<file path="src/cal_params.svh">
/*
  Project-wide constants for the link calibration monitor.
  The status word layout assumes CAL_STREAK_W is at most 24.
  The register map only decodes two status words, so CAL_NUM_CH must stay 2.
  APB offsets are byte addresses on an 8-bit address bus.
*/
`ifndef CAL_PARAMS_SVH
`define CAL_PARAMS_SVH

// Data bits carried by one edge word, valid bit excluded.
`define CAL_DATA_W 8

`define CAL_NUM_CH 2

// Words per calibration round and the pass / fail limits.
`define CAL_WORDS_PER_ROUND 16
`define CAL_THRESHOLD 12
`define CAL_TIMEOUT 24

`define CAL_STREAK_W 8

// APB register offsets.
`define CAL_ADDR_CTRL 8'h00
`define CAL_ADDR_STAT0 8'h04
`define CAL_ADDR_STAT1 8'h08

`endif

</file>
<file path="src/cal_pkg.sv">
/*
  Shared types for the calibration monitor and its testbench.
  Widths come from the project constants header.
  Status word layout: bit 0 done, bit 1 success, bit 2 timed_out,
  bits 15:8 streak, all other bits zero.
*/
`include "cal_params.svh"

package cal_pkg;

    // One edge word is a valid bit above the data.
    typedef logic [`CAL_DATA_W-1:0] cal_data_t;
    typedef logic [`CAL_DATA_W:0]   cal_word_t;

    typedef logic [`CAL_STREAK_W-1:0] cal_streak_t;

    typedef logic [0:0] cal_chan_t;

    typedef logic [31:0] cal_status_t;

    // APB bus fields.
    typedef logic [7:0]  apb_addr_t;
    typedef logic [31:0] apb_data_t;

    // Which channel the arbiter served last.
    typedef enum logic {
        LAST_CH0,
        LAST_CH1
    } arb_state_t;

endpackage

</file>
<file path="src/cal_result_if.sv">
/*
  Round report from one pattern checker to the result arbiter.
  req rises with the fields stable and stays high until a cycle with gnt.
  That cycle transfers the report, and req drops on the following edge.
  gnt is only high while req is high.
*/
`timescale 1ns/1ps

interface cal_result_if;
    import cal_pkg::*;

    logic        req;
    logic        gnt;
    logic        success;
    logic        timed_out;
    cal_streak_t streak;

    // Checker side.
    modport reporter (
        output req,
        output success,
        output timed_out,
        output streak,
        input  gnt
    );

    // Arbiter side.
    modport arbiter (
        input  req,
        input  success,
        input  timed_out,
        input  streak,
        output gnt
    );

endinterface

</file>
<file path="src/cal_monitor_top.sv">
/*
  Two-channel link calibration monitor.
  Each channel takes a neg-edge and a pos-edge word per cycle, valid bit in
  the MSB, already captured in the clk domain. Results are read over APB.
*/
`timescale 1ns/1ps
`include "cal_params.svh"

module cal_monitor_top (
    input  logic               clk,
    input  logic               reset,
    input  cal_pkg::apb_addr_t paddr_i,
    input  logic               psel_i,
    input  logic               penable_i,
    input  logic               pwrite_i,
    input  cal_pkg::apb_data_t pwdata_i,
    output cal_pkg::apb_data_t prdata_o,
    output logic               pready_o,
    output logic               pslverr_o,
    input  cal_pkg::cal_word_t neg0_i,
    input  cal_pkg::cal_word_t pos0_i,
    input  cal_pkg::cal_word_t neg1_i,
    input  cal_pkg::cal_word_t pos1_i
);
    import cal_pkg::*;

    logic [`CAL_NUM_CH-1:0] ch_enable;
    logic                   stat_we;
    cal_chan_t              stat_ch;
    cal_status_t            stat_data;

    cal_result_if rpt0_if ();
    cal_result_if rpt1_if ();

    fs_pattern_checker u_chk0 (
        .clk      (clk),
        .reset    (reset),
        .enable_i (ch_enable[0]),
        .neg_i    (neg0_i),
        .pos_i    (pos0_i),
        .rpt      (rpt0_if.reporter)
    );

    fs_pattern_checker u_chk1 (
        .clk      (clk),
        .reset    (reset),
        .enable_i (ch_enable[1]),
        .neg_i    (neg1_i),
        .pos_i    (pos1_i),
        .rpt      (rpt1_if.reporter)
    );

    cal_result_arbiter u_arb (
        .clk         (clk),
        .reset       (reset),
        .rpt0        (rpt0_if.arbiter),
        .rpt1        (rpt1_if.arbiter),
        .stat_we_o   (stat_we),
        .stat_ch_o   (stat_ch),
        .stat_data_o (stat_data)
    );

    cal_status_regs u_regs (
        .clk         (clk),
        .reset       (reset),
        .paddr_i     (paddr_i),
        .psel_i      (psel_i),
        .penable_i   (penable_i),
        .pwrite_i    (pwrite_i),
        .pwdata_i    (pwdata_i),
        .prdata_o    (prdata_o),
        .pready_o    (pready_o),
        .pslverr_o   (pslverr_o),
        .stat_we_i   (stat_we),
        .stat_ch_i   (stat_ch),
        .stat_data_i (stat_data),
        .ch_enable_o (ch_enable)
    );

endmodule

</file>
<file path="src/cal_result_arbiter.sv">
/*
  Round-robin arbiter between the two checker reports.
  The grant is combinational in the cycle of the request; on a tie the
  channel not served last wins, and the other is served next cycle.
  The granted report is packed into a status word with done set.
*/
`timescale 1ns/1ps
`include "cal_params.svh"

module cal_result_arbiter (
    input  logic                 clk,
    input  logic                 reset,
    cal_result_if.arbiter        rpt0,
    cal_result_if.arbiter        rpt1,
    output logic                 stat_we_o,
    output cal_pkg::cal_chan_t   stat_ch_o,
    output cal_pkg::cal_status_t stat_data_o
);
    import cal_pkg::*;

    arb_state_t  last_r;
    logic        gnt0;
    logic        gnt1;
    logic        sel_success;
    logic        sel_timed_out;
    cal_streak_t sel_streak;

    // Channel 0 wins unless channel 1 also asks and 0 was served last.
    assign gnt0 = rpt0.req && (!rpt1.req || last_r == LAST_CH1);
    assign gnt1 = rpt1.req && !gnt0;

    assign rpt0.gnt = gnt0;
    assign rpt1.gnt = gnt1;

    always_ff @(posedge clk) begin
        if (reset) begin
            last_r <= LAST_CH1;
        end else if (gnt0) begin
            last_r <= LAST_CH0;
        end else if (gnt1) begin
            last_r <= LAST_CH1;
        end
    end

    assign sel_success   = gnt1 ? rpt1.success   : rpt0.success;
    assign sel_timed_out = gnt1 ? rpt1.timed_out : rpt0.timed_out;
    assign sel_streak    = gnt1 ? rpt1.streak    : rpt0.streak;

    assign stat_we_o = gnt0 || gnt1;
    assign stat_ch_o = gnt1;

    // Streak in bits 15:8, flags in bits 2:0.
    assign stat_data_o = {{(24 - `CAL_STREAK_W){1'b0}}, sel_streak, 5'b0,
                          sel_timed_out, sel_success, 1'b1};

    // Status block has a single write port.
    a_one_grant: assert property (@(posedge clk) disable iff (reset)
        $onehot0({rpt0.gnt, rpt1.gnt}))
        else $error("both channels granted in one cycle");

endmodule

</file>
<file path="src/cal_status_regs.sv">
/*
  APB slave with the channel enable register and one status word per channel.
  pready is high in every cycle after reset, so transfers take two cycles.
  pslverr flags unmapped addresses and writes to the read-only status words;
  such writes change nothing. Clearing an enable bit zeros that status word.
*/
`timescale 1ns/1ps
`include "cal_params.svh"

module cal_status_regs (
    input  logic                    clk,
    input  logic                    reset,
    input  cal_pkg::apb_addr_t      paddr_i,
    input  logic                    psel_i,
    input  logic                    penable_i,
    input  logic                    pwrite_i,
    input  cal_pkg::apb_data_t      pwdata_i,
    output cal_pkg::apb_data_t      prdata_o,
    output logic                    pready_o,
    output logic                    pslverr_o,
    input  logic                    stat_we_i,
    input  cal_pkg::cal_chan_t      stat_ch_i,
    input  cal_pkg::cal_status_t    stat_data_i,
    output logic [`CAL_NUM_CH-1:0]  ch_enable_o
);
    import cal_pkg::*;

    logic [`CAL_NUM_CH-1:0] ctrl_r;
    cal_status_t            stat_r [`CAL_NUM_CH];
    logic                   setup;
    logic                   access;
    logic                   hit_ctrl;
    logic                   hit_stat;
    logic                   addr_err;
    logic                   ctrl_we;
    logic                   pready_r;
    logic                   pslverr_r;

    assign setup    = psel_i && !penable_i;
    assign access   = psel_i && penable_i;
    assign hit_ctrl = paddr_i == `CAL_ADDR_CTRL;
    assign hit_stat = (paddr_i == `CAL_ADDR_STAT0) || (paddr_i == `CAL_ADDR_STAT1);
    assign addr_err = !(hit_ctrl || hit_stat) || (pwrite_i && hit_stat);
    assign ctrl_we  = access && pwrite_i && hit_ctrl;

    always_ff @(posedge clk) begin
        if (reset) begin
            ctrl_r <= '0;
        end else if (ctrl_we) begin
            ctrl_r <= pwdata_i[`CAL_NUM_CH-1:0];
        end
    end

    // Disable clear takes priority over a report landing in the same cycle.
    always_ff @(posedge clk) begin
        if (reset) begin
            for (int i = 0; i < `CAL_NUM_CH; i++) begin
                stat_r[i] <= '0;
            end
        end else begin
            if (stat_we_i) begin
                stat_r[stat_ch_i] <= stat_data_i;
            end
            for (int i = 0; i < `CAL_NUM_CH; i++) begin
                if (ctrl_we && ctrl_r[i] && !pwdata_i[i]) begin
                    stat_r[i] <= '0;
                end
            end
        end
    end

    // Error is decoded in the setup phase and shown during access.
    always_ff @(posedge clk) begin
        if (reset) begin
            pready_r  <= 1'b0;
            pslverr_r <= 1'b0;
        end else begin
            pready_r  <= 1'b1;
            pslverr_r <= setup && addr_err;
        end
    end

    always_comb begin
        prdata_o = '0;
        case (paddr_i)
            `CAL_ADDR_CTRL:  prdata_o[`CAL_NUM_CH-1:0] = ctrl_r;
            `CAL_ADDR_STAT0: prdata_o = stat_r[0];
            `CAL_ADDR_STAT1: prdata_o = stat_r[1];
            default:         prdata_o = '0;
        endcase
    end

    assign pready_o    = pready_r;
    assign pslverr_o   = pslverr_r;
    assign ch_enable_o = ctrl_r;

endmodule

</file>
<file path="src/fs_pattern_checker.sv">
/*
  Incrementing-counter checker for one source-synchronous channel.
  The neg-edge word is taken before the pos-edge word in the same cycle.
  Only one previous word of history is kept; the first word after enable
  always restarts the streak. Disabling clears streak, total and round count.
  A new round must not end while the previous report is still ungranted.
*/
`timescale 1ns/1ps
`include "cal_params.svh"

module fs_pattern_checker (
    input  logic               clk,
    input  logic               reset,
    input  logic               enable_i,
    input  cal_pkg::cal_word_t neg_i,
    input  cal_pkg::cal_word_t pos_i,
    cal_result_if.reporter     rpt
);
    import cal_pkg::*;

    localparam int unsigned ROUND_W = $clog2(`CAL_WORDS_PER_ROUND) + 2;
    localparam int unsigned TOTAL_W = $clog2(`CAL_TIMEOUT) + 2;

    logic               neg_v;
    logic               pos_v;
    cal_data_t          neg_d;
    cal_data_t          pos_d;
    logic [1:0]         word_cnt;
    cal_data_t          last_r;
    cal_data_t          last_mid;
    cal_data_t          last_n;
    logic               have_r;
    logic               have_mid;
    logic               have_n;
    cal_streak_t        streak_r;
    cal_streak_t        streak_mid;
    cal_streak_t        streak_n;
    logic [TOTAL_W-1:0] total_r;
    logic [TOTAL_W-1:0] total_n;
    logic [ROUND_W-1:0] round_r;
    logic [ROUND_W-1:0] round_sum;
    logic [ROUND_W-1:0] round_n;
    logic               round_end;
    logic               success_n;
    logic               timed_out_n;
    logic               req_r;
    logic               success_r;
    logic               timed_out_r;
    cal_streak_t        rpt_streak_r;

    // Streak after one arriving word, saturating at the counter maximum.
    function automatic cal_streak_t next_streak(input logic        have,
                                                input cal_data_t   prev,
                                                input cal_data_t   cur,
                                                input cal_streak_t s);
        if (!have || cur != cal_data_t'(prev + 1'b1)) begin
            return '0;
        end
        if (s == '1) begin
            return s;
        end
        return s + 1'b1;
    endfunction

    assign neg_v = neg_i[`CAL_DATA_W];
    assign pos_v = pos_i[`CAL_DATA_W];
    assign neg_d = neg_i[`CAL_DATA_W-1:0];
    assign pos_d = pos_i[`CAL_DATA_W-1:0];
    assign word_cnt = {1'b0, neg_v} + {1'b0, pos_v};

    // Apply the neg word first, then the pos word against the updated history.
    always_comb begin
        last_mid   = last_r;
        have_mid   = have_r;
        streak_mid = streak_r;
        if (neg_v) begin
            streak_mid = next_streak(have_r, last_r, neg_d, streak_r);
            last_mid   = neg_d;
            have_mid   = 1'b1;
        end
        last_n   = last_mid;
        have_n   = have_mid;
        streak_n = streak_mid;
        if (pos_v) begin
            streak_n = next_streak(have_mid, last_mid, pos_d, streak_mid);
            last_n   = pos_d;
            have_n   = 1'b1;
        end
    end

    // Total word count only needs to reach the timeout, so it saturates there.
    always_comb begin
        total_n = total_r + TOTAL_W'(word_cnt);
        if (total_n > TOTAL_W'(`CAL_TIMEOUT)) begin
            total_n = TOTAL_W'(`CAL_TIMEOUT);
        end
    end

    assign round_sum = round_r + ROUND_W'(word_cnt);
    assign round_end = enable_i && (round_sum >= ROUND_W'(`CAL_WORDS_PER_ROUND));
    assign round_n = round_end ? round_sum - ROUND_W'(`CAL_WORDS_PER_ROUND) : round_sum;

    assign success_n = streak_n >= cal_streak_t'(`CAL_THRESHOLD);
    assign timed_out_n = (total_n >= TOTAL_W'(`CAL_TIMEOUT)) && !success_n;

    always_ff @(posedge clk) begin
        if (reset || !enable_i) begin
            have_r   <= 1'b0;
            streak_r <= '0;
            total_r  <= '0;
            round_r  <= '0;
        end else begin
            have_r   <= have_n;
            streak_r <= streak_n;
            total_r  <= total_n;
            round_r  <= round_n;
        end
    end

    // Last word is only compared once have_r is set.
    always_ff @(posedge clk) begin
        last_r <= last_n;
    end

    // A round end raises req; a grant drops it on the next edge.
    always_ff @(posedge clk) begin
        if (reset) begin
            req_r <= 1'b0;
        end else if (round_end) begin
            req_r <= 1'b1;
        end else if (rpt.gnt) begin
            req_r <= 1'b0;
        end
    end

    always_ff @(posedge clk) begin
        if (round_end) begin
            success_r    <= success_n;
            timed_out_r  <= timed_out_n;
            rpt_streak_r <= streak_n;
        end
    end

    assign rpt.req       = req_r;
    assign rpt.success   = success_r;
    assign rpt.timed_out = timed_out_r;
    assign rpt.streak    = rpt_streak_r;

    // Report stays offered until the arbiter takes it.
    a_req_held: assert property (@(posedge clk) disable iff (reset)
        rpt.req && !rpt.gnt |=> rpt.req)
        else $error("req dropped before grant");

    // Arbiter latency must be shorter than a round.
    a_no_overrun: assert property (@(posedge clk) disable iff (reset)
        round_end |-> !rpt.req || rpt.gnt)
        else $error("round ended with a report still pending");

endmodule

</file>
<file path="config.mk">
export PLATFORM = sky130hd
export DESIGN_NAME = cal_monitor_top
export DESIGN_NICKNAME = d
export VERILOG_FILES = /design/src/cal_pkg.sv /design/src/cal_result_if.sv /design/src/cal_monitor_top.sv /design/src/cal_result_arbiter.sv /design/src/cal_status_regs.sv /design/src/fs_pattern_checker.sv
export VERILOG_INCLUDE_DIRS = /design/src
export SDC_FILE = /design/constraint.sdc
export NUM_CORES = 1
export LEC_CHECK = 0
export CORE_UTILIZATION = 39
export CTS_CLUSTER_SIZE = 20
export DETAILED_ROUTE_END_ITERATION = 16
export DONT_BUFFER_PORTS = 1
export SLEW_MARGIN = 0
export SYNTH_ARGS = -nofsm -noshare
export SYNTH_HDL_FRONTEND = slang
export SYNTH_HIERARCHICAL = 1
export SYNTH_SLANG_ARGS = --single-unit
</file>
<file path="constraint.sdc">
create_clock -name clk -period 10.6 [get_ports clk]
set_input_delay 2.12 -clock clk [delete_from_list [all_inputs] [get_ports clk]]
set_output_delay 2.12 -clock clk [all_outputs]
set_load 0.05 [all_outputs]
</file>
==> results.py <==
metrics = {
    "synth": {
        "synth.top_cells.by_count": "117 x nand2_1, 98 x a21oi_1, 84 x edfxtp_1",
        "synth_enable_flop_cells": 84,
        "synthDominantCellAreaShare_pct": 27.08,
        "synthMostInstantiatedCell": "nand2_1",
        "synth_warnings": 6,
        "synth_seq_area_share_pct": 41.48,
        "mappedNetlistArea_um2": 9314,
        "number_of_flip_flops_and_latches_in_the_synthesized_netlist": 151,
        "yosys-top-cells-area": "edfxtp_1 27%, dfxtp_1 14%, a21oi_1 5.3%",
        "yosysTopAreaCell": "edfxtp_1",
        "netlist-cell-type-count": 93,
        "synth_ff_type": "edfxtp_1",
        "syn-instance-count": 993,
        "asyncSetResetFlopFracSynth_pct": 0,
        "postSynthAreaPerCell_um2": 9.380,
    },
    "global_routing": {
        "grt_pass1_wl_um": 31620,
        "grt_overflow": 0,
        "groute.usage.overall_pct": 16.24,
        "first_global_vias": 6286,
        "antenna_found_initial": 0,
        "grt_start_max_net_pins": 69,
    },
    "pwr": {
        "peakVddDrop_v": 0.00009401,
        "fin_total_pwr_mw": 1.366,
        "net-switching-power_mw": 0.3156,
        "clkPwrFrac_pct": 45.3,
        "power_leakage_nw": 3.627,
        "power_switching_share_pct": 23.11,
        "power.density_nw_per_um2": 136.3,
        "seq_power_share_pct": 47.3,
        "p_int_mw": 1.050,
        "comb_power_share_pct": 7.5,
    },
    "finish": {
        "finish.net_count": 1067,
        "flow.area_growth_from_synthesis_pct": 7.603,
        "final_layout_size_suffix_gt1_share_pct": 9.846,
        "final_core_utilization_pct": 42.70,
        "fillers": 2282,
        "num_antenna_cells": 0,
        "post-route-cell-area_um2": 10020,
    },
    "placement": {
        "place.port_buffers": 0,
        "dpl_cell_area_um2": 9420,
        "place_hpwl_um": 13160,
        "pre_cts_slack_ns": 3.757,
        "gpl.final_weighted_congestion": 0.8324,
    },
    "route": {
        "vias": 6905,
        "route.detailed.drc": 0,
        "drt-pass1-iter-count": 5,
        "route.detailed.wl_per_inst_um": 15.05,
        "detail_route.wirelength_um": 19470,
        "detail_route.vias_per_cell": 5.336,
        "drt_iter0_drc": 383,
        "drt_antenna_net_count": 0,
    },
    "sta": {
        "fin_worst_skew_ns": 0.01118,
        "finalSetupTns_ns": 0,
        "timing.final.ws_setup_ns": 4.061,
        "final_period_minus_worst_setup_slack_ns": 6.539,
        "worst_pin_slew_ns": 1.113,
        "maxSlewViolCount": 0,
        "hold_viol": 0,
        "min_period_over_period_pct": 61.69,
        "setup_viol": 0,
        "worst_slew_margin_rel_pct": 26.06,
        "clock.fmax_mhz": 152.9,
        "setup_repair_after_global_routing_missed_its_margin": "false",
    },
    "floorplan": {
        "chipHeight_um": 156.5,
        "io_pins": 115,
        "start_util_pct": 39.68,
        "core.rowCount": 56,
        "floorplan.die_area_um2": 24500,
        "chip_width_um": 156.5,
        "core_region_area_um2": 23470,
    },
    "worst_hold_path": {
        "min_path_type": "flip-flop to flip-flop",
    },
    "worst_setup_path": {
        "critical-path-slowest-cell": "or4b_4",
        "timing.setup.critical_path_class": "primary input to flip-flop",
        "worst_ep_required_ns": 10.77,
        "timing.critical_path.to_type": "flip-flop",
        "ordered_cell_list_for_the_critical_path": "xnor2_1 > o2111ai_1 > or4b_4 > a211oi_1 > a21o_1 > nand2_1 > o31ai_1 > ha_1 > nand2_1 > a311oi_1 > nand2_1 > o32a_1 > o311ai_0 > mux2i_1 > nand4_1 > or2_1",
        "critical_path.max_fanout": 7,
        "critical_path.max_stage_delay_ns": 0.53,
        "crit_path_frequent_cell": "nand2_1",
        "worstSetupStartpointType": "primary input",
        "timing.critical_path.arrival_ns": 6.71,
    },
    "clocking": {
        "number_of_clock_buffers_inserted_by_tritoncts": 17,
        "postCtsHoldBufs": 0,
        "cts_root_buf": "clkbuf_16",
        "cts_setup_buffers": 0,
        "clkSlewWorstSetupHoldPaths_ns": 0.07,
        "cts.sink_count": 151,
        "cts.path.max_buffers": 2,
        "clock_insertion_delay_worst_skew_ns": 0.42,
        "clock_tree_from_tritoncts": "built",
        "cts-htree-levels": 4,
        "post_cts_resize_count": 0,
    },
    "run_status": {
        "status": "complete, no violations",
    },
    "job": {
        "maxCapViolations": 0,
    },
}
registers in the layout (all words and copies together), names as in the netlist:
| name | flops |
|---|---|
| u_arb/last_r | 1 |
| u_chk0/have_r | 1 |
| u_chk0/last_r | 8 |
| u_chk0/round_r | 6 |
| u_chk0/rpt.req | 1 |
| u_chk0/rpt.streak | 8 |
| u_chk0/rpt.success | 1 |
| u_chk0/rpt.timed_out | 1 |
| u_chk0/streak_r | 8 |
| u_chk0/total_r | 7 |
| u_chk1/have_r | 1 |
| u_chk1/last_r | 8 |
| u_chk1/round_r | 6 |
| u_chk1/rpt.req | 1 |
| u_chk1/rpt.streak | 8 |
| u_chk1/rpt.success | 1 |
| u_chk1/rpt.timed_out | 1 |
| u_chk1/streak_r | 8 |
| u_chk1/total_r | 7 |
| u_regs/ch_enable_o | 2 |
| u_regs/pready_o | 1 |
| u_regs/pslverr_o | 1 |
| u_regs/stat_r | 64 |
layout by cell type (no fill, tap or decap), types with 9 or more instances in the layout:
cell / count
nand2_1: 117
a21oi_1: 98
edfxtp_1: 84
dfxtp_1: 67
nor2_1: 55
inv_1: 50
xnor2_1: 38
a22o_1: 32
nand3_1: 31
o21ai_0: 28
conb_1: 26
mux2i_1: 26
xor2_1: 24
nor3_1: 21
ha_1: 20
clkbuf_16: 17
nand4_1: 13
a31oi_1: 12
and3_1: 12
mux2_2: 10
mux2_4: 9
buf_4: 9
power by group through the flow:
stage | Sequential, mW | Clock (mW) | Combinational [mW]
CTS | 0.646 | 0.634 | 0.103
floorplan | 0.652 | 0 | 0.103
finish | 0.646 | 0.618 | 0.102
detailed placement | 0.658 | 0 | 0.102
global route | 0.648 | 0.658 | 0.115
global placement | 0.658 | 0 | 0.100
critical path: cells and delay by family:
family          cells  cell delay [ns]
mux                 1             0.47
xor+xnor            1             0.21
compound gates      7             2.44
simple gates        6             1.16
fa+ha+maj           1             0.30
final cells by class:
type	count	area (µm²)	share of cell area [%]
multi-input combinational	732	4898	48.88
sequential	151	3864	38.55
clock buffer	19	432.9	4.320
tap	319	399.1	3.983
inverter	51	191.4	1.910
clock inverter	13	168.9	1.685
timing repair buffer	9	67.56	0.6742
cells by family (layout without fill, tap and decap cells):
group	after synthesis	in the layout	share of synthesized area, %
and+or+nand+nor	318	318	17.25
AOI/OAI and AO/OA	255	255	18.98
DFF	151	151	41.48
buffers and inverters	132	92	7.012
xor gates and xnor gates	63	63	6.005
muxes	45	45	5.454
adders and majority gates	25	25	3.654
other	4	26	0.1612
layer usage:
layer / up-vias / wire length [µm] / track usage, %
li1: 3502 / - / -
met3: 10 / 981 / 3.822
met4: 0 / 150 / 3.688
met1: 3225 / 9138 / 21.25
met2: 168 / 9204 / 27.04
met5: - / 0 / 0
per-stage QoR:
step | instances | hold slack [ns]
after floorplan | 1015 | 0.4650
after global placement | 1262 | 0.4934
after detailed placement | 1262 | 0.4977
after CTS | 1294 | 0.5090
after global routing | 1294 | 0.5387
final | 1294 | 0.5052
worst paths after layout:
path	slack, ns	end	from	cells past startpoint
min	0.51	u_chk1/rpt.req	u_chk1/rpt.req	2
min reg2reg	0.51	u_chk1/rpt.req	u_chk1/rpt.req	2
max reg2reg	5.16	u_chk1/rpt.success	u_chk1/last_r[0]	17
max	4.06	u_chk1/rpt.success	neg1_i[4]	16
Power figures use the tool's default switching activity.
